===== src/design/daq_pkg.sv =====
`default_nettype none

package daq_pkg;

    // ########################################
    // Channels and words
    // ########################################
    localparam int NUM_ADC  = 4;
    localparam int SAMPLE_W = 16;
    localparam int SEQ_W    = 8;
    localparam int LANES    = 4;                        // Link lanes, one nibble per cycle
    localparam int NIBBLES  = SAMPLE_W / LANES;

    typedef logic [SAMPLE_W-1:0] sample_t;
    typedef logic [SEQ_W-1:0]    seq_t;

    // ########################################
    // SPI timing
    // ########################################
    localparam int SCLK_DIV   = 4;
    localparam int SCLK_HIGH  = SCLK_DIV / 2;           // SCLK is high in the first half period
    localparam int MISO_PHASE = 3;                      // Output register plus two sync flops
    localparam sample_t CONV_CMD = 16'hC3A0;

    // ########################################
    // Framing and credits
    // ########################################
    localparam logic [7:0] SYNC_BYTE = 8'hA5;
    localparam int FRAME_WORDS    = 5;
    localparam int BUILDER_DEPTH  = 8;
    localparam int LINK_BUF_DEPTH = 2;

    localparam int PH_W        = $clog2(SCLK_DIV);
    localparam int BIT_W       = $clog2(SAMPLE_W);
    localparam int CH_W        = $clog2(NUM_ADC);
    localparam int NIB_CNT_W   = $clog2(NIBBLES);
    localparam int WORD_CNT_W  = $clog2(FRAME_WORDS);
    localparam int FIFO_AW     = $clog2(BUILDER_DEPTH);
    localparam int GROUP_W     = $clog2(BUILDER_DEPTH / NUM_ADC + 1);
    localparam int CAP_CRED_W  = $clog2(BUILDER_DEPTH + 1);
    localparam int LB_AW       = $clog2(LINK_BUF_DEPTH);
    localparam int LINK_CRED_W = $clog2(LINK_BUF_DEPTH + 1);

endpackage

`default_nettype wire


===== src/design/word_credit_if.sv =====
`timescale 1ns/1ps
`default_nettype none

interface word_credit_if;

    logic             valid;                            // One word per cycle, never refused
    daq_pkg::sample_t data;
    logic             last;                             // Closes a group of words
    logic             credit;                           // One pulse per freed receiver slot

    modport sender (output valid, output data, output last, input credit);
    modport receiver (input valid, input data, input last, output credit);

endinterface

`default_nettype wire


===== src/design/pin.sv =====
`timescale 1ns/1ps
`default_nettype none

module pin (
    input  wire                          clk,
    input  wire                          rst_n,

    output logic [daq_pkg::LANES-1:0]    com_txd_p,
    output logic [daq_pkg::LANES-1:0]    com_txd_n,
    input  wire                          com_rxf,
    output logic                         com_txf,

    input  wire  [daq_pkg::NUM_ADC-1:0]  adc_miso_p,
    input  wire  [daq_pkg::NUM_ADC-1:0]  adc_miso_n,
    output logic [daq_pkg::NUM_ADC-1:0]  adc_cs_p,
    output logic [daq_pkg::NUM_ADC-1:0]  adc_cs_n,
    output logic [daq_pkg::NUM_ADC-1:0]  adc_mosi_p,
    output logic [daq_pkg::NUM_ADC-1:0]  adc_mosi_n,
    output logic [daq_pkg::NUM_ADC-1:0]  adc_sclk_p,
    output logic [daq_pkg::NUM_ADC-1:0]  adc_sclk_n,

    input  wire  [daq_pkg::NUM_ADC-1:0]  cs,
    input  wire  [daq_pkg::NUM_ADC-1:0]  sclk,
    input  wire  [daq_pkg::NUM_ADC-1:0]  mosi,
    input  wire  [daq_pkg::LANES-1:0]    txd,
    input  wire                          txf,
    output logic                         fire,
    output logic [daq_pkg::NUM_ADC-1:0]  miso
);

    logic [daq_pkg::LANES-1:0]   txd_q;
    logic                        txf_q;
    logic [daq_pkg::NUM_ADC-1:0] cs_q;
    logic [daq_pkg::NUM_ADC-1:0] sclk_q;
    logic [daq_pkg::NUM_ADC-1:0] mosi_q;

    logic [daq_pkg::NUM_ADC-1:0] miso_diff_ok;
    logic [daq_pkg::NUM_ADC-1:0] miso_s1;
    logic [daq_pkg::NUM_ADC-1:0] miso_s2;
    logic                        fire_s1;
    logic                        fire_s2;

    // ########################################
    // Output pairs
    // ########################################
    always_ff @(posedge clk or negedge rst_n) begin
        if (!rst_n) begin
            txd_q  <= '0;
            txf_q  <= 1'b0;
            cs_q   <= '1;                               // ADCs deselected
            sclk_q <= '0;
            mosi_q <= '0;
        end else begin
            txd_q  <= txd;
            txf_q  <= txf;
            cs_q   <= cs;
            sclk_q <= sclk;
            mosi_q <= mosi;
        end
    end

    assign com_txd_p  = txd_q;
    assign com_txd_n  = ~txd_q;
    assign com_txf    = txf_q;
    assign adc_cs_p   = cs_q;
    assign adc_cs_n   = ~cs_q;
    assign adc_sclk_p = sclk_q;
    assign adc_sclk_n = ~sclk_q;
    assign adc_mosi_p = mosi_q;
    assign adc_mosi_n = ~mosi_q;

    // ########################################
    // Input synchronizers
    // ########################################
    // A pair with equal legs carries no valid level, so the first flop keeps its value
    assign miso_diff_ok = adc_miso_p ^ adc_miso_n;

    always_ff @(posedge clk or negedge rst_n) begin
        if (!rst_n) begin
            miso_s1 <= '0;
            miso_s2 <= '0;
            fire_s1 <= 1'b0;
            fire_s2 <= 1'b0;
        end else begin
            miso_s1 <= (adc_miso_p & miso_diff_ok) | (miso_s1 & ~miso_diff_ok);
            miso_s2 <= miso_s1;
            fire_s1 <= com_rxf;
            fire_s2 <= fire_s1;
        end
    end

    assign fire = fire_s2;
    assign miso = miso_s2;

endmodule

`default_nettype wire


===== src/design/adc_capture.sv =====
`timescale 1ns/1ps
`default_nettype none

module adc_capture (
    input  wire                          clk,
    input  wire                          rst_n,
    input  wire                          fire,
    input  wire  [daq_pkg::NUM_ADC-1:0]  miso,
    output logic [daq_pkg::NUM_ADC-1:0]  cs,
    output logic [daq_pkg::NUM_ADC-1:0]  sclk,
    output logic [daq_pkg::NUM_ADC-1:0]  mosi,
    word_credit_if.sender                out
);

    typedef enum logic [1:0] {
        ST_IDLE,
        ST_SETUP,
        ST_SHIFT,
        ST_SEND
    } state_t;

    state_t                                    state;
    logic [daq_pkg::PH_W-1:0]                  ph;
    logic [daq_pkg::BIT_W-1:0]                 bit_cnt;
    logic [daq_pkg::CH_W-1:0]                  ch;
    logic [daq_pkg::CAP_CRED_W-1:0]            credits;
    logic                                      fire_q;
    daq_pkg::sample_t                          mosi_sr;
    daq_pkg::sample_t [daq_pkg::NUM_ADC-1:0]   samples;

    logic fire_rise;
    logic accept;
    logic ph_end;
    logic spi_active;
    logic send;

    assign fire_rise  = fire & ~fire_q;
    assign accept     = fire_rise && (state == ST_IDLE) && (credits >= daq_pkg::NUM_ADC);
    assign ph_end     = ph == daq_pkg::PH_W'(daq_pkg::SCLK_DIV - 1);
    assign spi_active = (state == ST_SETUP) || (state == ST_SHIFT);
    assign send       = state == ST_SEND;

    // All four ADCs run in lockstep off the same strobes
    assign cs   = {daq_pkg::NUM_ADC{~spi_active}};
    assign sclk = {daq_pkg::NUM_ADC{(state == ST_SHIFT) && (ph < daq_pkg::SCLK_HIGH)}};
    assign mosi = {daq_pkg::NUM_ADC{spi_active & mosi_sr[daq_pkg::SAMPLE_W-1]}};

    assign out.valid = send;
    assign out.data  = samples[ch];
    assign out.last  = ch == daq_pkg::CH_W'(daq_pkg::NUM_ADC - 1);

    always_ff @(posedge clk or negedge rst_n) begin
        if (!rst_n) begin
            fire_q  <= 1'b0;
            credits <= daq_pkg::CAP_CRED_W'(daq_pkg::BUILDER_DEPTH);
        end else begin
            fire_q <= fire;                             // Strobes seen while busy are lost
            case ({send, out.credit})
                2'b10:   credits <= credits - 1'b1;
                2'b01:   credits <= credits + 1'b1;
                default: credits <= credits;
            endcase
        end
    end

    always_ff @(posedge clk or negedge rst_n) begin
        if (!rst_n) begin
            state   <= ST_IDLE;
            ph      <= '0;
            bit_cnt <= '0;
            ch      <= '0;
        end else begin
            case (state)
                ST_IDLE: begin
                    ph <= '0;
                    if (accept) begin
                        state <= ST_SETUP;
                    end
                end
                ST_SETUP: begin
                    ph <= ph_end ? '0 : ph + 1'b1;      // CS setup of one SCLK period
                    if (ph_end) begin
                        state   <= ST_SHIFT;
                        bit_cnt <= '0;
                    end
                end
                ST_SHIFT: begin
                    ph <= ph_end ? '0 : ph + 1'b1;
                    if (ph_end) begin
                        bit_cnt <= bit_cnt + 1'b1;
                        if (bit_cnt == daq_pkg::BIT_W'(daq_pkg::SAMPLE_W - 1)) begin
                            state <= ST_SEND;
                            ch    <= '0;
                        end
                    end
                end
                default: begin
                    ch <= ch + 1'b1;
                    if (ch == daq_pkg::CH_W'(daq_pkg::NUM_ADC - 1)) begin
                        state <= ST_IDLE;
                    end
                end
            endcase
        end
    end

    // MOSI moves on the falling SCLK edge, MISO is taken once the round trip has settled
    always_ff @(posedge clk) begin
        if (accept) begin
            mosi_sr <= daq_pkg::CONV_CMD;
        end else if ((state == ST_SHIFT) && (ph == daq_pkg::PH_W'(daq_pkg::SCLK_HIGH - 1))) begin
            mosi_sr <= {mosi_sr[daq_pkg::SAMPLE_W-2:0], 1'b0};
        end
        if ((state == ST_SHIFT) && (ph == daq_pkg::PH_W'(daq_pkg::MISO_PHASE))) begin
            for (int i = 0; i < daq_pkg::NUM_ADC; i++) begin
                samples[i] <= {samples[i][daq_pkg::SAMPLE_W-2:0], miso[i]};
            end
        end
    end

endmodule

`default_nettype wire


===== src/design/frame_builder.sv =====
`timescale 1ns/1ps
`default_nettype none

module frame_builder (
    input  wire              clk,
    input  wire              rst_n,
    word_credit_if.receiver  in,
    word_credit_if.sender    out
);

    daq_pkg::sample_t                 fifo [daq_pkg::BUILDER_DEPTH];
    logic [daq_pkg::FIFO_AW-1:0]      wr_ptr;
    logic [daq_pkg::FIFO_AW-1:0]      rd_ptr;
    logic [daq_pkg::GROUP_W-1:0]      groups;
    logic [daq_pkg::LINK_CRED_W-1:0]  link_cred;
    logic [daq_pkg::WORD_CNT_W-1:0]   word_idx;
    daq_pkg::seq_t                    seq;
    logic                             active;

    logic group_in;
    logic start;
    logic send;
    logic pop;

    assign group_in = in.valid & in.last;
    assign start    = !active && (groups != '0) && (link_cred != '0);
    assign send     = active && (link_cred != '0);
    assign pop      = send && (word_idx != '0);     // Word 0 is the header

    assign out.valid = send;
    assign out.data  = (word_idx == '0) ? {daq_pkg::SYNC_BYTE, seq} : fifo[rd_ptr];
    assign out.last  = word_idx == daq_pkg::WORD_CNT_W'(daq_pkg::FRAME_WORDS - 1);
    assign in.credit = pop;

    always_ff @(posedge clk) begin
        if (in.valid) begin
            fifo[wr_ptr] <= in.data;
        end
    end

    always_ff @(posedge clk or negedge rst_n) begin
        if (!rst_n) begin
            wr_ptr    <= '0;
            rd_ptr    <= '0;
            groups    <= '0;
            link_cred <= daq_pkg::LINK_CRED_W'(daq_pkg::LINK_BUF_DEPTH);
        end else begin
            if (in.valid) begin
                wr_ptr <= wr_ptr + 1'b1;
            end
            if (pop) begin
                rd_ptr <= rd_ptr + 1'b1;
            end
            case ({group_in, start})
                2'b10:   groups <= groups + 1'b1;
                2'b01:   groups <= groups - 1'b1;
                default: groups <= groups;
            endcase
            case ({send, out.credit})
                2'b10:   link_cred <= link_cred - 1'b1;
                2'b01:   link_cred <= link_cred + 1'b1;
                default: link_cred <= link_cred;
            endcase
        end
    end

    always_ff @(posedge clk or negedge rst_n) begin
        if (!rst_n) begin
            active   <= 1'b0;
            word_idx <= '0;
            seq      <= '0;
        end else if (start) begin
            active   <= 1'b1;
            word_idx <= '0;
        end else if (send) begin
            word_idx <= word_idx + 1'b1;
            if (out.last) begin
                active <= 1'b0;
                seq    <= seq + 1'b1;                   // Only frames that went out use a number
            end
        end
    end

endmodule

`default_nettype wire


===== src/design/link_tx.sv =====
`timescale 1ns/1ps
`default_nettype none

module link_tx (
    input  wire                        clk,
    input  wire                        rst_n,
    word_credit_if.receiver            in,
    output logic [daq_pkg::LANES-1:0]  txd,
    output logic                       txf
);

    daq_pkg::sample_t                  buf_mem [daq_pkg::LINK_BUF_DEPTH];
    logic [daq_pkg::LINK_BUF_DEPTH-1:0] last_mem;
    logic [daq_pkg::LB_AW-1:0]         wr_ptr;
    logic [daq_pkg::LB_AW-1:0]         rd_ptr;
    logic [daq_pkg::LINK_CRED_W-1:0]   count;
    logic [daq_pkg::NIB_CNT_W-1:0]     nib;
    logic [daq_pkg::WORD_CNT_W-1:0]    word_cnt;
    logic                              gap;

    logic sending;
    logic word_done;
    logic frame_done;

    assign sending    = (count != '0) && !gap;
    assign word_done  = sending && (nib == daq_pkg::NIB_CNT_W'(daq_pkg::NIBBLES - 1));
    assign frame_done = word_done &&
                        ((word_cnt == daq_pkg::WORD_CNT_W'(daq_pkg::FRAME_WORDS - 1)) ||
                         last_mem[rd_ptr]);

    assign in.credit = word_done;
    assign txf       = sending;                     // Low for one cycle between frames
    assign txd       = sending ?
                       buf_mem[rd_ptr][(daq_pkg::NIBBLES - 1 - nib) * daq_pkg::LANES +:
                                       daq_pkg::LANES] : '0;

    always_ff @(posedge clk) begin
        if (in.valid) begin
            buf_mem[wr_ptr]  <= in.data;
            last_mem[wr_ptr] <= in.last;
        end
    end

    always_ff @(posedge clk or negedge rst_n) begin
        if (!rst_n) begin
            wr_ptr   <= '0;
            rd_ptr   <= '0;
            count    <= '0;
            nib      <= '0;
            word_cnt <= '0;
            gap      <= 1'b0;
        end else begin
            if (in.valid) begin
                wr_ptr <= wr_ptr + 1'b1;
            end
            case ({in.valid, word_done})
                2'b10:   count <= count + 1'b1;
                2'b01:   count <= count - 1'b1;
                default: count <= count;
            endcase
            if (sending) begin
                nib <= nib + 1'b1;                      // MS nibble first
            end
            if (word_done) begin
                rd_ptr   <= rd_ptr + 1'b1;
                word_cnt <= frame_done ? '0 : word_cnt + 1'b1;
            end
            gap <= frame_done;
        end
    end

endmodule

`default_nettype wire


===== src/design/daq_top.sv =====
`timescale 1ns/1ps
`default_nettype none

module daq_top (
    input  wire                          clk,
    input  wire                          rst_n,
    input  wire                          com_rxf,
    input  wire  [daq_pkg::NUM_ADC-1:0]  adc_miso_p,
    input  wire  [daq_pkg::NUM_ADC-1:0]  adc_miso_n,
    output logic [daq_pkg::LANES-1:0]    com_txd_p,
    output logic [daq_pkg::LANES-1:0]    com_txd_n,
    output logic                         com_txf,
    output logic [daq_pkg::NUM_ADC-1:0]  adc_cs_p,
    output logic [daq_pkg::NUM_ADC-1:0]  adc_cs_n,
    output logic [daq_pkg::NUM_ADC-1:0]  adc_mosi_p,
    output logic [daq_pkg::NUM_ADC-1:0]  adc_mosi_n,
    output logic [daq_pkg::NUM_ADC-1:0]  adc_sclk_p,
    output logic [daq_pkg::NUM_ADC-1:0]  adc_sclk_n
);

    logic                        fire;
    logic [daq_pkg::NUM_ADC-1:0] miso;
    logic [daq_pkg::NUM_ADC-1:0] cs;
    logic [daq_pkg::NUM_ADC-1:0] sclk;
    logic [daq_pkg::NUM_ADC-1:0] mosi;
    logic [daq_pkg::LANES-1:0]   txd;
    logic                        txf;

    word_credit_if cap_to_frm ();
    word_credit_if frm_to_link ();

    pin pin_inst (
        .clk        (clk),
        .rst_n      (rst_n),
        .com_txd_p  (com_txd_p),
        .com_txd_n  (com_txd_n),
        .com_rxf    (com_rxf),
        .com_txf    (com_txf),
        .adc_miso_p (adc_miso_p),
        .adc_miso_n (adc_miso_n),
        .adc_cs_p   (adc_cs_p),
        .adc_cs_n   (adc_cs_n),
        .adc_mosi_p (adc_mosi_p),
        .adc_mosi_n (adc_mosi_n),
        .adc_sclk_p (adc_sclk_p),
        .adc_sclk_n (adc_sclk_n),
        .cs         (cs),
        .sclk       (sclk),
        .mosi       (mosi),
        .txd        (txd),
        .txf        (txf),
        .fire       (fire),
        .miso       (miso)
    );

    adc_capture adc_capture_inst (
        .clk   (clk),
        .rst_n (rst_n),
        .fire  (fire),
        .miso  (miso),
        .cs    (cs),
        .sclk  (sclk),
        .mosi  (mosi),
        .out   (cap_to_frm.sender)
    );

    frame_builder frame_builder_inst (
        .clk   (clk),
        .rst_n (rst_n),
        .in    (cap_to_frm.receiver),
        .out   (frm_to_link.sender)
    );

    link_tx link_tx_inst (
        .clk   (clk),
        .rst_n (rst_n),
        .in    (frm_to_link.receiver),
        .txd   (txd),
        .txf   (txf)
    );

endmodule

`default_nettype wire


===== config.mk =====
export PLATFORM = sky130hd
export DESIGN_NAME = daq_top
export DESIGN_NICKNAME = d
export VERILOG_FILES = /design/src/design/daq_pkg.sv /design/src/design/word_credit_if.sv /design/src/design/pin.sv /design/src/design/adc_capture.sv /design/src/design/frame_builder.sv /design/src/design/link_tx.sv /design/src/design/daq_top.sv
export SDC_FILE = /design/constraint.sdc
export NUM_CORES = 1
export LEC_CHECK = 0
export BUFFER_PORTS_ARGS = -buffer_cell sky130_fd_sc_hd__buf_2
export CORE_MARGIN = 2
export CORE_UTILIZATION = 45
export DETAILED_ROUTE_END_ITERATION = 8
export GPL_ROUTABILITY_DRIVEN = 1
export PLACE_DENSITY = 0.61
export REMOVE_ABC_BUFFERS = 1
export SLEW_MARGIN = 15
export SYNTH_ARGS = -nofsm -noshare
export SYNTH_HDL_FRONTEND = slang
export SYNTH_SLANG_ARGS = --single-unit
export TNS_END_PERCENT = 20

===== constraint.sdc =====
create_clock -name clk -period 7 [get_ports clk]
set_input_delay 0.35 -clock clk [delete_from_list [all_inputs] [get_ports clk]]
set_output_delay 0.35 -clock clk [all_outputs]
set_load 0.02 [all_outputs]

# Yosys cells after proc, flatten, opt, wreduce, memory -nomap -nowiden
# Memories as Yosys holds them, arrays and structs flattened.
# Index checks and enable logic that the tools add are counted.
classes:
  n_lt_le_gt_ge: 6
  add_sub_neg: 20
  shift: 1
  reduce_logical: 38
  eq_ne: 20
  bitwise_logic: 16
  n_mux: 37
  multipliers: 0
  div_mod_pow: 0
op_table:
  columns: ["operator", "count"]
  rows:
  - ["16-bit by 33-bit variable part select with 4-bit output", 1]
  - ["16-bit binary-select mux with 2-bit select", 1]
  - ["16-bit 2-to-1 mux", 2]
  - ["4-bit NOT", 5]
  - ["2-bit case mux with 2 select lines", 5]
  - ["2-bit nonzero test", 10]
  - ["2-bit equality test, second input constant", 8]
  - ["2-bit 2-to-1 mux", 8]
  - ["4-bit case mux with 2 select lines", 2]
  - ["1-bit logical AND", 13]
  - ["2-bit by 1-bit adder with 2-bit output, second input constant", 6]
  - ["3-bit by 1-bit adder with 3-bit output, second input constant", 4]
  - ["4-bit 2-to-1 mux", 3]
  - ["2-bit by 1-bit equality test with 1-bit output, second input constant", 5]
  - ["1-bit 2-to-1 mux", 10]
  - ["3-bit 2-to-1 mux", 3]
  - ["3-bit AND reduction", 3]
  - ["4-bit by 1-bit adder with 4-bit output, second input constant", 2]
  - ["8-bit by 1-bit adder with 8-bit output, second input constant", 1]
  - ["4-bit AND", 2]
  - ["3-bit equality test, second input constant", 2]
  - ["2-bit by 1-bit != test with 1-bit output, second input constant", 3]
  - ["2-bit case mux with 3 select lines", 1]
  - ["2-bit by 1-bit subtractor with 2-bit output, second input constant", 3]
  - ["25 further kinds", 35]
word_totals:
  in_bits: 11
  wordCells: 174
  memories: 2
  latchBits: 0
  register_bits: 142
  mem_bits_ro: 0
  ramBits: 160
memory_table:
  columns: ["name", "depth", "width", "rd", "rd_ports_with_merged_regs", "write_ports", "line_no", "text"]
  rows:
  - ["frame_builder_inst.fifo", 8, 16, 1, 0, 1, "frame_builder.sv:11", "daq_pkg::sample_t fifo [daq_pkg::BUILDER_DEPTH];"]
  - ["link_tx_inst.buf_mem", 2, 16, 1, 0, 1, "link_tx.sv:12", "daq_pkg::sample_t buf_mem [daq_pkg::LINK_BUF_DEPTH];"]

# Longest topological paths before layout
logic_depth:
  word_depth: 6
  mapped_depth: 11
  depth_no_buf: 11

# Hierarchy
# A second synthesis with hierarchy kept.
unflattened:
  hier_cells: 746
  area_unflattened_um2: 12463.2
modules_own_cells:
  columns: ["mod", "instances", "area_each_um2", "seq_area_each_um2", "cells_per_inst"]
  rows:
  - ["frame_builder", 1, 6124.6, 4395.5, 342]
  - ["adc_capture", 1, 3723.6, 2518.7, 234]
  - ["link_tx", 1, 1821.7, 1271.2, 116]
  - ["pin", 1, 793.3, 680.7, 54]

# Worst setup path before layout
# Ideal clock, no wire load.
synth_timing:
  path_kind: "register to register"
  startpoint: "register adc_capture_inst.state[0]"
  endpoint: "register adc_capture_inst.bit_cnt[0] (netlist bit)"
  setup_time_ns: 0.076
  synth_period_minus_slack_ns: 2.961
  stages_incl_launch_ff: 6
  slack_ns: 4.039
  arrival_time_ns: 2.884
  cell_sequence: "dfrtp_1 -> inv_1 -> ha_1 -> clkbuf_1 -> and2_1 -> mux2_2"
synth_via:
  elab_chain_cells: 3
  word_cells_on_any_way: 7
synth_rtl:
  columns: ["element", "line_no", "text"]
  rows:
  - ["start, declared", "adc_capture.sv:22", "state_t state;"]
  - ["start signal, assigned", "adc_capture.sv:68", "state <= ST_IDLE;"]
  - ["start signal, assigned", "adc_capture.sv:77", "state <= ST_SETUP;"]
  - ["start signal, assigned", "adc_capture.sv:83", "state <= ST_SHIFT;"]
  - ["2-bit by 1-bit equality test with 1-bit output or 2-bit equality test (tied branches)", "adc_capture.sv:73", "case (state)"]
  - ["2-bit by 1-bit != test with 1-bit output (no line) or 2-bit nonzero test (tied branches)", null, null]
  - ["3-bit AND reduction (no line)", null, null]
  - ["end signal, assigned", "adc_capture.sv:90", "bit_cnt <= bit_cnt + 1'b1;"]
  - ["end, declared", "adc_capture.sv:24", "logic [daq_pkg::BIT_W-1:0] bit_cnt;"]
# Several ways; a longest one is shown, not always the timed one.
# A chain may end at the register's enable or synchronous reset.

# Worst setup path after layout
layout_timing:
  startpoint: "register frame_builder_inst.word_idx[0] (netlist bit)"
  endpoint: "register adc_capture_inst.credits[3] (netlist bit)"
layout_via:
  elab_chain_cells: 4
  word_cells_on_any_way: 6
layout_rtl:
  columns: ["element", "line_no", "text"]
  rows:
  - ["start, declared", "frame_builder.sv:16", "logic [daq_pkg::WORD_CNT_W-1:0] word_idx;"]
  - ["start signal, assigned", "frame_builder.sv:76", "word_idx <= word_idx + 1'b1;"]
  - ["3-bit nonzero test *", "frame_builder.sv:28", "assign pop = send && (word_idx != '0);"]
  - ["1-bit logical AND *", "frame_builder.sv:28", null]
  - ["2-bit by 1-bit equality test with 1-bit output or 2-bit equality test (tied branches)", "adc_capture.sv:58", "case ({send, out.credit})"]
  - ["4-bit case mux with 2 select lines or 2-bit nonzero test (tied branches)", null, null]
  - ["end signal, assigned", "adc_capture.sv:59", "2'b10: credits <= credits - 1'b1;"]
  - ["end signal, assigned", "adc_capture.sv:60", "2'b01: credits <= credits + 1'b1;"]
  - ["end signal, assigned", "adc_capture.sv:61", "default: credits <= credits;"]
  - ["end, declared", "adc_capture.sv:26", "logic [daq_pkg::CAP_CRED_W-1:0] credits;"]
# Every way passes the cells marked *; elsewhere a longest branch is shown, timed or not.

==> flow_summary.yaml <==
worst_hold_path:
  worst_hold_path_type: "in2async"
critical_path:
  crit_chain: "inv_1 -> ha_1 -> nor2b_1 -> nor2_1 -> ha_1 -> inv_1 -> ha_1 -> a21o_1 -> a2111oi_0 -> o31ai_1"
  worst_path_most_repeated_cell: "ha_1"
  end_kind: "flip-flop"
  endpoint: "adc_capture_inst.credits[3]"
  cp_data_required_time_ps: 7410
  kind_of_cell_adding_the_most_delay_to_the_critical_path: "simple AND/OR/NAND/NOR gates"
  cp_startpoint: "frame_builder_inst.word_idx[0]"
  worstPathBufferInverterCount: 2
  timing.rr.start: "frame_builder_inst.word_idx[0]"
  worstReg2RegEnd: "adc_capture_inst.credits[3]"
  worst_setup_path_start_kind: "flip-flop"
  reg2regPathDepth: 10
  worst-path-stages: 10
  timing.critical_path.slowest_cell_delay_ps: 690
  setup.worst_path.class: "reg2reg"
  worst_ep_arrival_time_ps: 3670
  slowest_stage: "nor2b_1"
  worstPathMaxFanout: 13
  reg2reg_slack_ps: 3740
placement:
  dp_cells: 1057
  dpl_cell_area_sq_um: 12400
  buffer_ports.inserted: 43
  place.gp.congestion: 0.712
  dp_hpwl_um: 12800
route:
  detail_route.vias_per_cell: 5.30
  detail-route-antenna-nets: 0
  finalWirelength_um: 20800
  route.detailed.wl_per_inst_um: 18.6
  dr.first_iter.drc_count: 404
  drt_pre_antenna_iters: 7
  drc_errors: 3
  routed-via-count: 5936
layout:
  drive_above_1_share_pct: 19.5
  finish.cell_count_without_fillers: 1119
  finish.instance_area_sq_um: 13500
  n_antenna_cell: 0
  area_growth_pct: 12.4
  number_of_fill_cells: 2118
  final_nets: 793
sta:
  worst-slew-pin-transition_ps: 1160
  timing.fmax_mhz: 307
  min_period_ps: 3260
  final.setup_skew_ps: 23.3
  fin_crit_sh_pct: 46.6
  worst_relative_slew_slack_pct: 22.6
  setup_viol_count_final: 0
  maxSlewViolCount: 0
  final.setup.tns_ps: 0
  rsz0062_at_grt: "false"
  final_hold_viol_count: 0
yosys:
  synthesis.instances: 721
  library_cell_with_the_highest_instance_count_after_synthesis: "edfxtp_1"
  number_of_flops_mapped_to_enable_cells_by_yosys: 226
  yosys_warnings: 0
  synth_top_cell_area_share_pct: 56.6
  async_flop_share_pct: 21.5
  ys_seq_area_share_pct: 72.0
  synth.lib_cells_used.distinct: 44
  syn-mean-instance-area_sq_um: 16.6
  synth_top_cell_by_area: "edfxtp_1"
  synth_commonest_cells: "edfxtp_1 (226), nand2_1 (68), dfrtp_1 (62), mux2i_1 (48), mux4_2 (40)"
  yosys-top-cells-area: "edfxtp_1 (57%), dfrtp_1 (13%), mux4_2 (7.5%)"
  yosys_register_bits: 302
  combined_area_of_all_synthesized_cells_sq_um: 12000
  synth_ff_type: "edfxtp_1"
power:
  peakVddDrop_mv: 0.165
  total_leakage_power_nw: 4.75
  power.density_nw_per_um2: 264
die:
  start_util_pct: 45.9
  num_io_pins: 44
  die-area_sq_um: 28000
  die_y_um: 167
  die_w_um: 167
  placeableCoreArea_sq_um: 26100
  placementRows: 59
run:
  maxCapViolations: 0
global_route:
  grt_pass1_wl_um: 33900
  grt_max_degree: 67
  gr-total-overflow: 0
  first_global_vias: 6344
  grt_antenna_before_repair: 0
  grt_use_total_pct: 15.4
clock_network:
  clk_latency_ps: 510
  clock_path_buffers: 3
  hold_buffers: 1
  cts.root.buffer_cell: "clkbuf_16"
  cts.clk_slew.worst_paths_ps: 60
  numClockSinks: 302
  post_cts_resize_count: 0
  tritoncts: "yes"
  ctsHtreeMaxLevel: 2
  numCtsBuffers: 34
  cts_setup_buffers: 0
status:
  outcome: "finished, violations left"
  failed_checks: "design-rule violations"
[worst min path at each step]
stage / endpoint / cells past startpoint
floorplan: asynchronous set/reset pin / 0
global placement: pin_inst.fire / 0
detailed placement: pin_inst.fire / 0
CTS: flip-flop / 2
global route: flip-flop / 2
finish: pin_inst.com_txf / 2
[report_power, final]
| part | total (mW) | internal, mW | switching, mW |
|---|---|---|---|
| clock | 1.64 | 0.964 | 0.672 |
| combinational | 0.0136 | 0.00398 | 0.00965 |
| sequential | 1.91 | 1.91 | 0.00279 |
[cell type report]
type	count	area (sq um)	share of cell area, %
Sequential cell	302	8640	64.1
Multi-Input combinational cell	348	3050	22.6
Clock buffer	44	920	6.82
Tap cell	335	419	3.11
Timing Repair Buffer	49	263	1.95
Clock inverter	17	109	0.807
Inverter	24	90.1	0.668
[sequential cells by signal, summed over array words and instances, names as in the netlist, 8 cells and up, named ones only]
name and cells:
link_tx_inst.buf_mem 32, adc_capture_inst.mosi_sr 11, frame_builder_inst.seq 8, adc_capture_inst.samples 64, frame_builder_inst.fifo 128
[cell families (layout without fill, tap and decap cells)]
kind of cell    after synthesis  in the layout  share of synthesized area, %
fa+ha+maj                    23             23                          2.46
compound gates               55             55                          3.17
buf+inv                      71            134                          2.97
flops                       302            302                          72.0
simple gates                150            150                          5.45
mux                          94             94                          12.1
xor+xnor                     26             26                          1.90
[routing by layer]
layer  vias to the layer above  track usage (%)  routed length (um)
li1                       2766                -                   -
met1                      3025             20.4                9210
met2                       106             26.2               10400
met3                        39             2.60                 690
met4                         0             5.10                 454
met5                         -                0                   0
[layout by cell type, fill, tap and decap left out, types with 5 or more instances in the layout]
master | netlist | final
xnor2_1 | 18 | 18
inv_1 | 24 | 24
nand2b_1 | 6 | 6
mux2i_1 | 48 | 48
mux4_2 | 40 | 40
edfxtp_1 | 226 | 226
a22oi_1 | 16 | 16
clkinv_1 | 0 | 8
xor2_1 | 8 | 8
dfxtp_1 | 11 | 11
o21ai_0 | 13 | 13
nor2_1 | 34 | 28
nor2_2 | 0 | 6
mux2_2 | 5 | 5
dfrtp_1 | 62 | 60
a21oi_1 | 7 | 7
nand2_1 | 68 | 68
nor3_1 | 7 | 5
ha_1 | 22 | 22
buf_2 | 9 | 43
clkbuf_16 | 0 | 35
nor2b_1 | 6 | 6
clkinv_2 | 0 | 5
clkbuf_1 | 13 | 8
buf_4 | 21 | 5
nand3_1 | 18 | 18
[per-stage QoR]
stage                     hold WS (ps)  setup WS [ps]  util (%)  power [mW]
after global routing              49.5           3460      51.6        3.67
final                             30.8           3740      51.6        3.56
after floorplan                   54.4           4060         -        1.95
after global placement             342           3970      47.6        1.96
after detailed placement           351           3740      47.6        1.96
after CTS                         19.9           3720      51.6        3.60
Power figures use the tool's default switching activity.
